File: config.mk
export PLATFORM = sky130hd
export DESIGN_NAME = obj_layer_top
export DESIGN_NICKNAME = d
export VERILOG_FILES = /design/src/hw/obj_pkg.sv /design/src/hw/obj_layer_top.sv /design/src/hw/obj_line_buffer.sv /design/src/hw/obj_line_ram.sv /design/src/hw/obj_pixel_delay.sv /design/src/hw/obj_row_draw.sv /design/src/hw/obj_video_timing.sv
export SDC_FILE = /design/constraint.sdc
export NUM_CORES = 2
export LEC_CHECK = 0
export BUFFER_PORTS_ARGS = -buffer_cell sky130_fd_sc_hd__buf_4
export CAP_MARGIN = 20
export CORE_ASPECT_RATIO = 0.8
export CORE_MARGIN = 3
export CORE_UTILIZATION = 25
export CTS_BUF_LIST = sky130_fd_sc_hd__clkbuf_16
export DETAILED_ROUTE_END_ITERATION = 10
export SYNTH_ARGS = -nofsm -noshare
export SYNTH_HDL_FRONTEND = slang
export SYNTH_SLANG_ARGS = --single-unit
export TNS_END_PERCENT = 10
File: constraint.sdc
create_clock -name clk -period 7.1 [get_ports clk]
set_clock_uncertainty 0.2 [all_clocks]
set_input_delay 0.355 -clock clk [delete_from_list [all_inputs] [get_ports clk]]
set_output_delay 0.355 -clock clk [all_outputs]
set_load 0.005 [all_outputs]
File: src/hw/obj_pkg.sv
// ====================================================================
// obj_pkg
// shared pixel, line RAM and line timing constants of the object layer
// ====================================================================

package obj_pkg;

    // pixel word is palette above colour index
    localparam int PXL_W = 6;
    localparam int PAL_W = 2;
    localparam int COL_W = 4;

    // one line RAM covers the visible columns
    localparam int LINE_AW = 8;

    // horizontal line timing, in pixel clocks
    localparam int H_TOTAL  = 320;
    localparam int H_ACTIVE = 256;

    // clk cycles per pixel enable
    localparam int CEN_DIV = 4;

    // colour index that lets the layer below show through
    localparam logic [COL_W-1:0] TRANSP_COL = '1;

    // value left behind by the erase after readout
    localparam logic [PXL_W-1:0] BLANK_PXL = '1;

endpackage

File: src/hw/obj_layer_top.sv
// ====================================================================
// obj_layer_top
// sprite layer: video timing, row drawer and double line buffer
// ====================================================================
`timescale 1ns/10ps

module obj_layer_top import obj_pkg::*; #(
    parameter int PXL_DLY = 7
) (
    input  logic                 clk,
    input  logic                 rst,
    input  logic                 flip,
    // sprite row descriptor from the host
    input  logic                 obj_load,
    input  logic [8:0]           obj_x,
    input  logic [PAL_W-1:0]     obj_pal,
    input  logic                 obj_hflip,
    input  logic [8*COL_W-1:0]   obj_row,
    // video out
    output logic [PXL_W-1:0]     obj_pxl,
    output logic                 pxl_cen,
    output logic                 lhbl,
    output logic [8:0]           h_count,
    output logic                 line_sel
);

    logic               cen;
    // drawer to line buffer
    logic [PXL_W-1:0]   new_pxl;
    logic [8:0]         posx;

    obj_video_timing u_timing (
        .clk      (clk),
        .rst      (rst),
        .cen      (cen),
        .pxl_cen  (pxl_cen),
        .lhbl     (lhbl),
        .h_count  (h_count),
        .line_sel (line_sel)
    );

    obj_row_draw u_draw (
        .clk       (clk),
        .rst       (rst),
        .cen       (cen),
        .obj_load  (obj_load),
        .obj_x     (obj_x),
        .obj_pal   (obj_pal),
        .obj_hflip (obj_hflip),
        .obj_row   (obj_row),
        .new_pxl   (new_pxl),
        .posx      (posx)
    );

    // output delay is set here for the whole layer
    obj_line_buffer #(
        .PXL_DLY (PXL_DLY)
    ) u_lbuf (
        .clk      (clk),
        .rst      (rst),
        .cen      (cen),
        .pxl_cen  (pxl_cen),
        .lhbl     (lhbl),
        .flip     (flip),
        .line_sel (line_sel),
        .posx     (posx),
        .new_pxl  (new_pxl),
        .obj_pxl  (obj_pxl)
    );

endmodule

File: src/hw/obj_line_buffer.sv
// ====================================================================
// obj_line_buffer
// double-buffered sprite line, draw into one while the other is read
// out and erased behind the read, then aligned to the other layers
// ====================================================================
`timescale 1ns/10ps

module obj_line_buffer import obj_pkg::*; #(
    parameter int PXL_DLY = 7
) (
    input  logic               clk,
    input  logic               rst,
    input  logic               cen,
    input  logic               pxl_cen,
    // screen
    input  logic               lhbl,
    input  logic               flip,
    input  logic               line_sel,
    // pixel from the drawer
    input  logic [8:0]         posx,
    input  logic [PXL_W-1:0]   new_pxl,
    output logic [PXL_W-1:0]   obj_pxl
);

    logic [COL_W-1:0]   new_col;

    // registered write-in
    logic [LINE_AW-1:0] wr_addr;
    logic [PXL_W-1:0]   wr_data;
    logic               wr_pend;

    // readout side
    logic [LINE_AW-1:0] rd_addr;
    logic [3:0]         st;
    logic               erase_we;
    logic [PXL_W-1:0]   rd_pxl;

    logic [PXL_W-1:0]   ram_q [2];

    assign new_col = new_pxl[PXL_W-PAL_W-1:0];

    // write flag, cleared once the pixel has landed
    always_ff @(posedge clk or posedge rst) begin
        if (rst) begin
            wr_pend <= 1'b0;
        end else if (cen) begin
            // skip see-through colour and columns off the right edge
            wr_pend <= !posx[LINE_AW] && (new_col != TRANSP_COL);
        end
    end

    always_ff @(posedge clk) begin
        if (cen) begin
            // screen flip mirrors the column
            wr_addr <= posx[LINE_AW-1:0] ^ {LINE_AW{flip}};
            wr_data <= new_pxl;
        end
    end

    // readout column, held at 0 through blanking
    always_ff @(posedge clk or posedge rst) begin
        if (rst) begin
            rd_addr <= '0;
        end else if (pxl_cen) begin
            rd_addr <= lhbl ? rd_addr + 1'b1 : '0;
        end
    end

    // pxl_cen staged over the four clk of a pixel
    always_ff @(posedge clk or posedge rst) begin
        if (rst) begin
            st <= 4'd0;
        end else begin
            st <= {pxl_cen, st[3:1]};
        end
    end

    // erase on the third clk, RAM q still holds the old word
    assign erase_we = lhbl && st[1];

    // capture on the next pxl_cen, column c leaves while h_count is c+1
    always_ff @(posedge clk) begin
        if (st[0]) begin
            rd_pxl <= ram_q[!line_sel];
        end
    end

    for (genvar i = 0; i < 2; i++) begin : g_line
        logic               rd_side;
        logic [LINE_AW-1:0] addr;
        logic [PXL_W-1:0]   data;
        logic               we;

        // line_sel picks the draw buffer, the other one is shown
        assign rd_side = (line_sel != 1'(i));
        assign addr    = rd_side ? rd_addr : wr_addr;
        assign data    = rd_side ? BLANK_PXL : wr_data;
        assign we      = rd_side ? erase_we : (wr_pend && cen);

        obj_line_ram u_ram (
            .clk  (clk),
            .addr (addr),
            .data (data),
            .we   (we),
            .q    (ram_q[i])
        );
    end

    // line up with the other video layers
    obj_pixel_delay #(
        .STAGES (PXL_DLY)
    ) u_dly (
        .clk     (clk),
        .pxl_cen (pxl_cen),
        .din     (rd_pxl),
        .dout    (obj_pxl)
    );

    // a pixel drawn for one line must have landed before the swap,
    // otherwise it would end up in the buffer of the following line
    a_no_write_at_swap: assert property (
        @(posedge clk) disable iff (rst) $changed(line_sel) |-> !wr_pend
    ) else $error("pending sprite write across a line swap");

endmodule

File: src/hw/obj_line_ram.sv
// ====================================================================
// obj_line_ram
// one line of object pixels, synchronous write and registered read
// ====================================================================
`timescale 1ns/10ps

module obj_line_ram import obj_pkg::*; (
    input  logic                 clk,
    input  logic [LINE_AW-1:0]   addr,
    input  logic [PXL_W-1:0]     data,
    input  logic                 we,
    output logic [PXL_W-1:0]     q
);

    // one word per visible column
    logic [PXL_W-1:0] mem [2**LINE_AW];

    always_ff @(posedge clk) begin
        if (we) begin
            mem[addr] <= data;
        end
        // read before write on the same address
        q <= mem[addr];
    end

endmodule

File: src/hw/obj_pixel_delay.sv
// ====================================================================
// obj_pixel_delay
// pixel-rate shift register aligning the object layer
// ====================================================================
`timescale 1ns/10ps

module obj_pixel_delay import obj_pkg::*; #(
    parameter int STAGES = 7
) (
    input  logic               clk,
    input  logic               pxl_cen,
    input  logic [PXL_W-1:0]   din,
    output logic [PXL_W-1:0]   dout
);

    logic [PXL_W-1:0] sh [STAGES];

    // moves one stage per pixel, not per clk
    always_ff @(posedge clk) begin
        if (pxl_cen) begin
            sh[0] <= din;
            for (int k = 1; k < STAGES; k++) begin
                sh[k] <= sh[k-1];
            end
        end
    end

    assign dout = sh[STAGES-1];

endmodule

File: src/hw/obj_row_draw.sv
// ====================================================================
// obj_row_draw
// turns one sprite row descriptor into eight pixel writes
// ====================================================================
`timescale 1ns/10ps

module obj_row_draw import obj_pkg::*; (
    input  logic                 clk,
    input  logic                 rst,
    input  logic                 cen,
    // sprite row descriptor
    input  logic                 obj_load,
    input  logic [8:0]           obj_x,
    input  logic [PAL_W-1:0]     obj_pal,
    input  logic                 obj_hflip,
    input  logic [8*COL_W-1:0]   obj_row,
    // pixel towards the line buffer
    output logic [PXL_W-1:0]     new_pxl,
    output logic [8:0]           posx
);

    // control
    logic                 busy;
    logic [2:0]           cnt;

    // latched descriptor
    logic [8:0]           x_base;
    logic [PAL_W-1:0]     pal;
    logic                 hflip;
    logic [8*COL_W-1:0]   row;

    logic [2:0]           nib_sel;
    logic [9:0]           col_sum;

    // eight pixels, one per write enable
    always_ff @(posedge clk or posedge rst) begin
        if (rst) begin
            busy <= 1'b0;
            cnt  <= 3'd0;
        end else if (obj_load) begin
            busy <= 1'b1;
            cnt  <= 3'd0;
        end else if (busy && cen) begin
            cnt <= cnt + 3'd1;
            // last nibble goes out on this cen
            if (cnt == 3'd7) begin
                busy <= 1'b0;
            end
        end
    end

    // descriptor is held for the whole row
    always_ff @(posedge clk) begin
        if (obj_load) begin
            x_base <= obj_x;
            pal    <= obj_pal;
            hflip  <= obj_hflip;
            row    <= obj_row;
        end
    end

    // hflip walks the nibbles from the high end, 7-cnt
    assign nib_sel = cnt ^ {3{hflip}};

    // one spare bit so a row running off 511 is not wrapped to column 0
    assign col_sum = {1'b0, x_base} + {7'd0, cnt};

    always_comb begin
        if (busy) begin
            // transparent nibbles pass through, the buffer drops them
            new_pxl = {pal, row[nib_sel*COL_W +: COL_W]};
        end else begin
            new_pxl = BLANK_PXL;
        end
    end

    // past 511 park the column off screen
    assign posx = col_sum[9] ? 9'h1FF : col_sum[8:0];

    // host spacing rule, one row must finish before the next strobe
    a_load_idle: assert property (
        @(posedge clk) disable iff (rst) obj_load |-> !busy
    ) else $error("obj_load while drawer busy");

endmodule

File: src/hw/obj_video_timing.sv
// ====================================================================
// obj_video_timing
// clock enables, horizontal counter, blanking and line parity
// ====================================================================
`timescale 1ns/10ps

module obj_video_timing import obj_pkg::*; (
    input  logic       clk,
    input  logic       rst,
    output logic       cen,
    output logic       pxl_cen,
    output logic       lhbl,
    output logic [8:0] h_count,
    output logic       line_sel
);

    // free running divider, CEN_DIV clk per pixel
    logic [1:0] div;
    logic [8:0] h_next;

    always_ff @(posedge clk or posedge rst) begin
        if (rst) begin
            div     <= 2'd0;
            cen     <= 1'b0;
            pxl_cen <= 1'b0;
        end else begin
            div     <= div + 2'd1;
            // write enable at twice the pixel rate
            cen     <= div[0];
            // pixel enable on the last phase, always with cen
            pxl_cen <= (div == 2'(CEN_DIV - 1));
        end
    end

    // next horizontal position, wraps at end of line
    assign h_next = (h_count == 9'(H_TOTAL - 1)) ? 9'd0 : h_count + 9'd1;

    always_ff @(posedge clk or posedge rst) begin
        if (rst) begin
            h_count  <= 9'd0;
            lhbl     <= 1'b0;
            line_sel <= 1'b0;
        end else if (pxl_cen) begin
            h_count <= h_next;
            // high for the visible part of the line
            lhbl    <= (h_next < 9'(H_ACTIVE));
            // new line, swap draw and readout buffers
            if (h_next == 9'd0) begin
                line_sel <= ~line_sel;
            end
        end
    end

    // both enables come from one divider, pxl_cen is a subset of cen
    a_pxl_cen_in_cen: assert property (
        @(posedge clk) disable iff (rst) pxl_cen |-> cen
    ) else $error("pxl_cen high without cen");

endmodule

==> flow_summary.toml <==
[grt]
overflow = 0
antenna_found_initial = 6
grt_pass1_vias = 65785
grt_usage = 0.1233
grt_max_degree = 225
grt_pass1_wl_um = 471700

[cts]
clk_latency_ns = 0.91
htreeDepth = 5
cts_sinks = 3222
clk_path_buf_depth = 4
cts_setup_buffers = 0
numCtsBuffers = 335
postCtsHoldBufs = 88
clk_pin_slew_ns = 0.06
cts_tree = "yes"
clockRootBuffer = "clkbuf_16"
ctsResizeCount = 0

[critical_path]
crit_required_ns = 7.63
critPathCaptureType = "flop"
crit_chain = "mux2_8, buf_12, mux4_2, a22oi_1, nand4_1, o31a_1, a41oi_1, nand4_1"
start_kind = "flop"
crit_buf_inv = 1
cpMaxStageDelayCell = "dfrtp_4"
critPathLaunch = "u_timing.line_sel"
path_class = "reg -> reg"
r2r-start = "u_timing.line_sel"
path_max_fanout = 78
worstPathArrival_ns = 5.89
crit_path_max_incr_delay_ns = 0.89
critical-path-top-delay-family = "compound AO/OA/AOI/OAI gates"
cpMostUsedCell = "nand4_1"

[yosys]
synth_area_per_cell_um2 = 18.76
yosys_warnings = 0
yosys-top-cells-area = "edfxtp_1 76%, mux4_2 11%, nand2_1 1.9%, nor2_1 1.6%, mux2i_1 1.5%"
synthFlopType = "edfxtp_1"
yosysSeqAreaShare = 0.7686
synth_top_area_cell = "edfxtp_1"
ys_types = 58
syn-instance-count = 6692
synth_enable_flop_cells = 3178
synth_area_um2 = 125500
async_reset_ff_frac = 0.009932
synth_nets = 6750
ys_ff_latch = 3222
synth_top_area_share = 0.7603

[route]
wl_met3_um = 33470
viasPerCell = 4.758
ant_nets = 0
wl_met1_um = 136300
wl_per_cell_um = 23.49
drcViolationCount = 0
top_layer = "met4"
firstDrtPassIters = 6
wl_um = 325500
dr_wl_met2_um = 145100
vias = 65923
first_iter_violations = 8751

[power_and_ir_drop]
switching_power_w = 0.009277
power.density_nw_per_um2 = 283.1
comb_power_share = 0.070
internal_power_w = 0.03200
finalPower_w = 0.04128
pwr-share-seq = 0.514
p_leak_nw = 48.63
p_sw_frac = 0.2247
irDropWorstVdd_mv = 0.2408
clkPwrFrac = 0.416

[finish]
instances_no_fill = 13855
utilization = 0.2919
layout-drive-gt1-share = 0.1882
area_growth_pct = 16.20
finalNetCount = 6959

[sta]
max_slew_margin = 0.1486
finalCritPeriodShare = 0.7549
grt_setup_unrepaired = "false"
slew_viol_final = 0
setup_viol = 0
finalSetupTns_ns = 0
worstMarginPinSlew_ns = 1.277
hold_violations = 0
fmax_mhz = 186.6
period_needed_ns = 5.360
hold_ws_ns = 0.03263

[placement]
place_congestion = 0.8472
dp_hpwl_um = 197200
dp_cells = 13136
port_buffers = 65

[status]
status = "completed"

[floorplanning]
die_w_um = 798.2
die_height_um = 639.7
core_um2 = 499600
design.die.area_um2 = 510600
ios = 66
initial_utilization = 0.2512
rows = 232

[hold_path]
min_path_type = "in -> async"

[run]
cap_viol_max_count = 0
## worst register-to-register path: stages (launching register included)
cell	delay, ns
dfrtp_4	0.89
mux2_8	0.85
buf_12	0.59
mux4_2	0.61
a22oi_1	0.33
nand4_1	0.25
o31a_1	0.39
a41oi_1	0.86
nand4_1	0.23
## flip-flops by register name, summed over array words and instances, names as in the netlist
name	flops
u_draw.pal	2
u_lbuf.rd_pxl	6
u_draw.cnt	3
u_draw.hflip	1
u_lbuf.rd_addr	8
u_timing.pxl_cen	1
u_lbuf.wr_pend	1
u_lbuf.st	4
u_lbuf.u_dly.sh	42
u_lbuf.g_line.u_ram.q	12
u_lbuf.wr_addr	8
u_timing.line_sel	1
u_draw.row	32
u_draw.x_base	9
u_timing.div	2
u_timing.h_count	9
u_timing.cen	1
u_lbuf.g_line.u_ram.mem	3072
u_timing.lhbl	1
u_draw.busy	1
u_lbuf.wr_data	6
## power groups by stage
stage                     combinational [W]  clock [W]  sequential, W
after floorplan                     0.00178          0         0.0216
after global placement              0.00281          0         0.0216
final                               0.00289     0.0172         0.0212
after CTS                           0.00289     0.0175         0.0212
after detailed placement            0.00285          0         0.0216
after global routing                0.00308     0.0183         0.0212
## layout by cell type (no fill, tap or decap), types with 26 or more instances in the layout
| cell type | instances |
|---|---|
| buf_4 | 154 |
| mux4_2 | 600 |
| edfxtp_1 | 3178 |
| nand2_1 | 624 |
| clkinv_2 | 54 |
| dlygate4sd3_1 | 88 |
| dfrtp_1 | 30 |
| o21ai_0 | 33 |
| mux2i_1 | 186 |
| clkinv_1 | 84 |
| nand3_1 | 293 |
| a21oi_1 | 26 |
| nand4_1 | 169 |
| a32oi_1 | 55 |
| inv_1 | 73 |
| o31ai_1 | 32 |
| bufinv_16 | 31 |
| a22oi_1 | 157 |
| nor2_1 | 548 |
| clkbuf_16 | 339 |
| a31oi_1 | 45 |
## worst paths after layout
| path | slack (ns) | end | depth (start not counted) |
|---|---|---|---|
| min in group clk | 0.10 | u_draw.x_base[6] | 2 |
| setup reg to reg | 1.74 | u_lbuf.g_line[0].u_ram.q[5] | 8 |
| max in group asynchronous | 5.91 | u_timing.pxl_cen | 3 |
| hold / removal | 0.03 | u_timing.h_count[2] | 3 |
| hold reg to reg | 0.11 | u_lbuf.st[2] | 0 |
| setup / recovery | 1.74 | u_lbuf.g_line[0].u_ram.q[5] | 8 |
## area by class of cell
cell class	instances	area, µm²
antenna	9	22.52
clock buffer	339	8483
clock inverter	274	2308
fill	48238	353700
inverter	13	48.80
multi-input combinational	3058	27520
sequential	3222	96480
tap	6669	8344
timing repair buffer	271	2629
## per-stage QoR
stage | area (µm²) | worst slack, ns
floorplan | 125500 | 1.242
global placement | 133900 | 1.969
detailed placement | 133900 | 1.847
CTS | 145600 | 1.853
global route | 145800 | 1.518
finish | 145800 | 1.740
## per-layer routing
| metal | vias up | GRT usage |
|---|---|---|
| li1 | 27499 | - |
| met1 | 34374 | 0.1738 |
| met2 | 3530 | 0.1858 |
| met3 | 520 | 0.03198 |
| met4 | 0 | 0.03913 |
| met5 | - | 0 |
## cell usage after synthesis (all sizes together), types with 16 or more instances
cell and instances:
a32oi 55, a21oi 29, nand2 640, dfrtp 32
a31oi 45, mux2 18, buf 205, clkbuf 194
o2111ai 24, a221oi 24, nand3 303, nand4 169
a22oi 160, mux4 600, mux2i 193, nor2 551
o31ai 33, nand2b 16, a22o 24, edfxtp 3178
o21ai 38
## kinds of logic after synthesis
kind of cell / Yosys count / synth area share
flops: 3222 / 0.7686
simple gates: 1744 / 0.06038
mux: 811 / 0.1247
compound gates: 473 / 0.02832
buf+inv: 412 / 0.01550
xor+xnor: 20 / 0.001396
fa+ha+maj: 10 / 0.001057
Power figures use the tool's default switching activity.
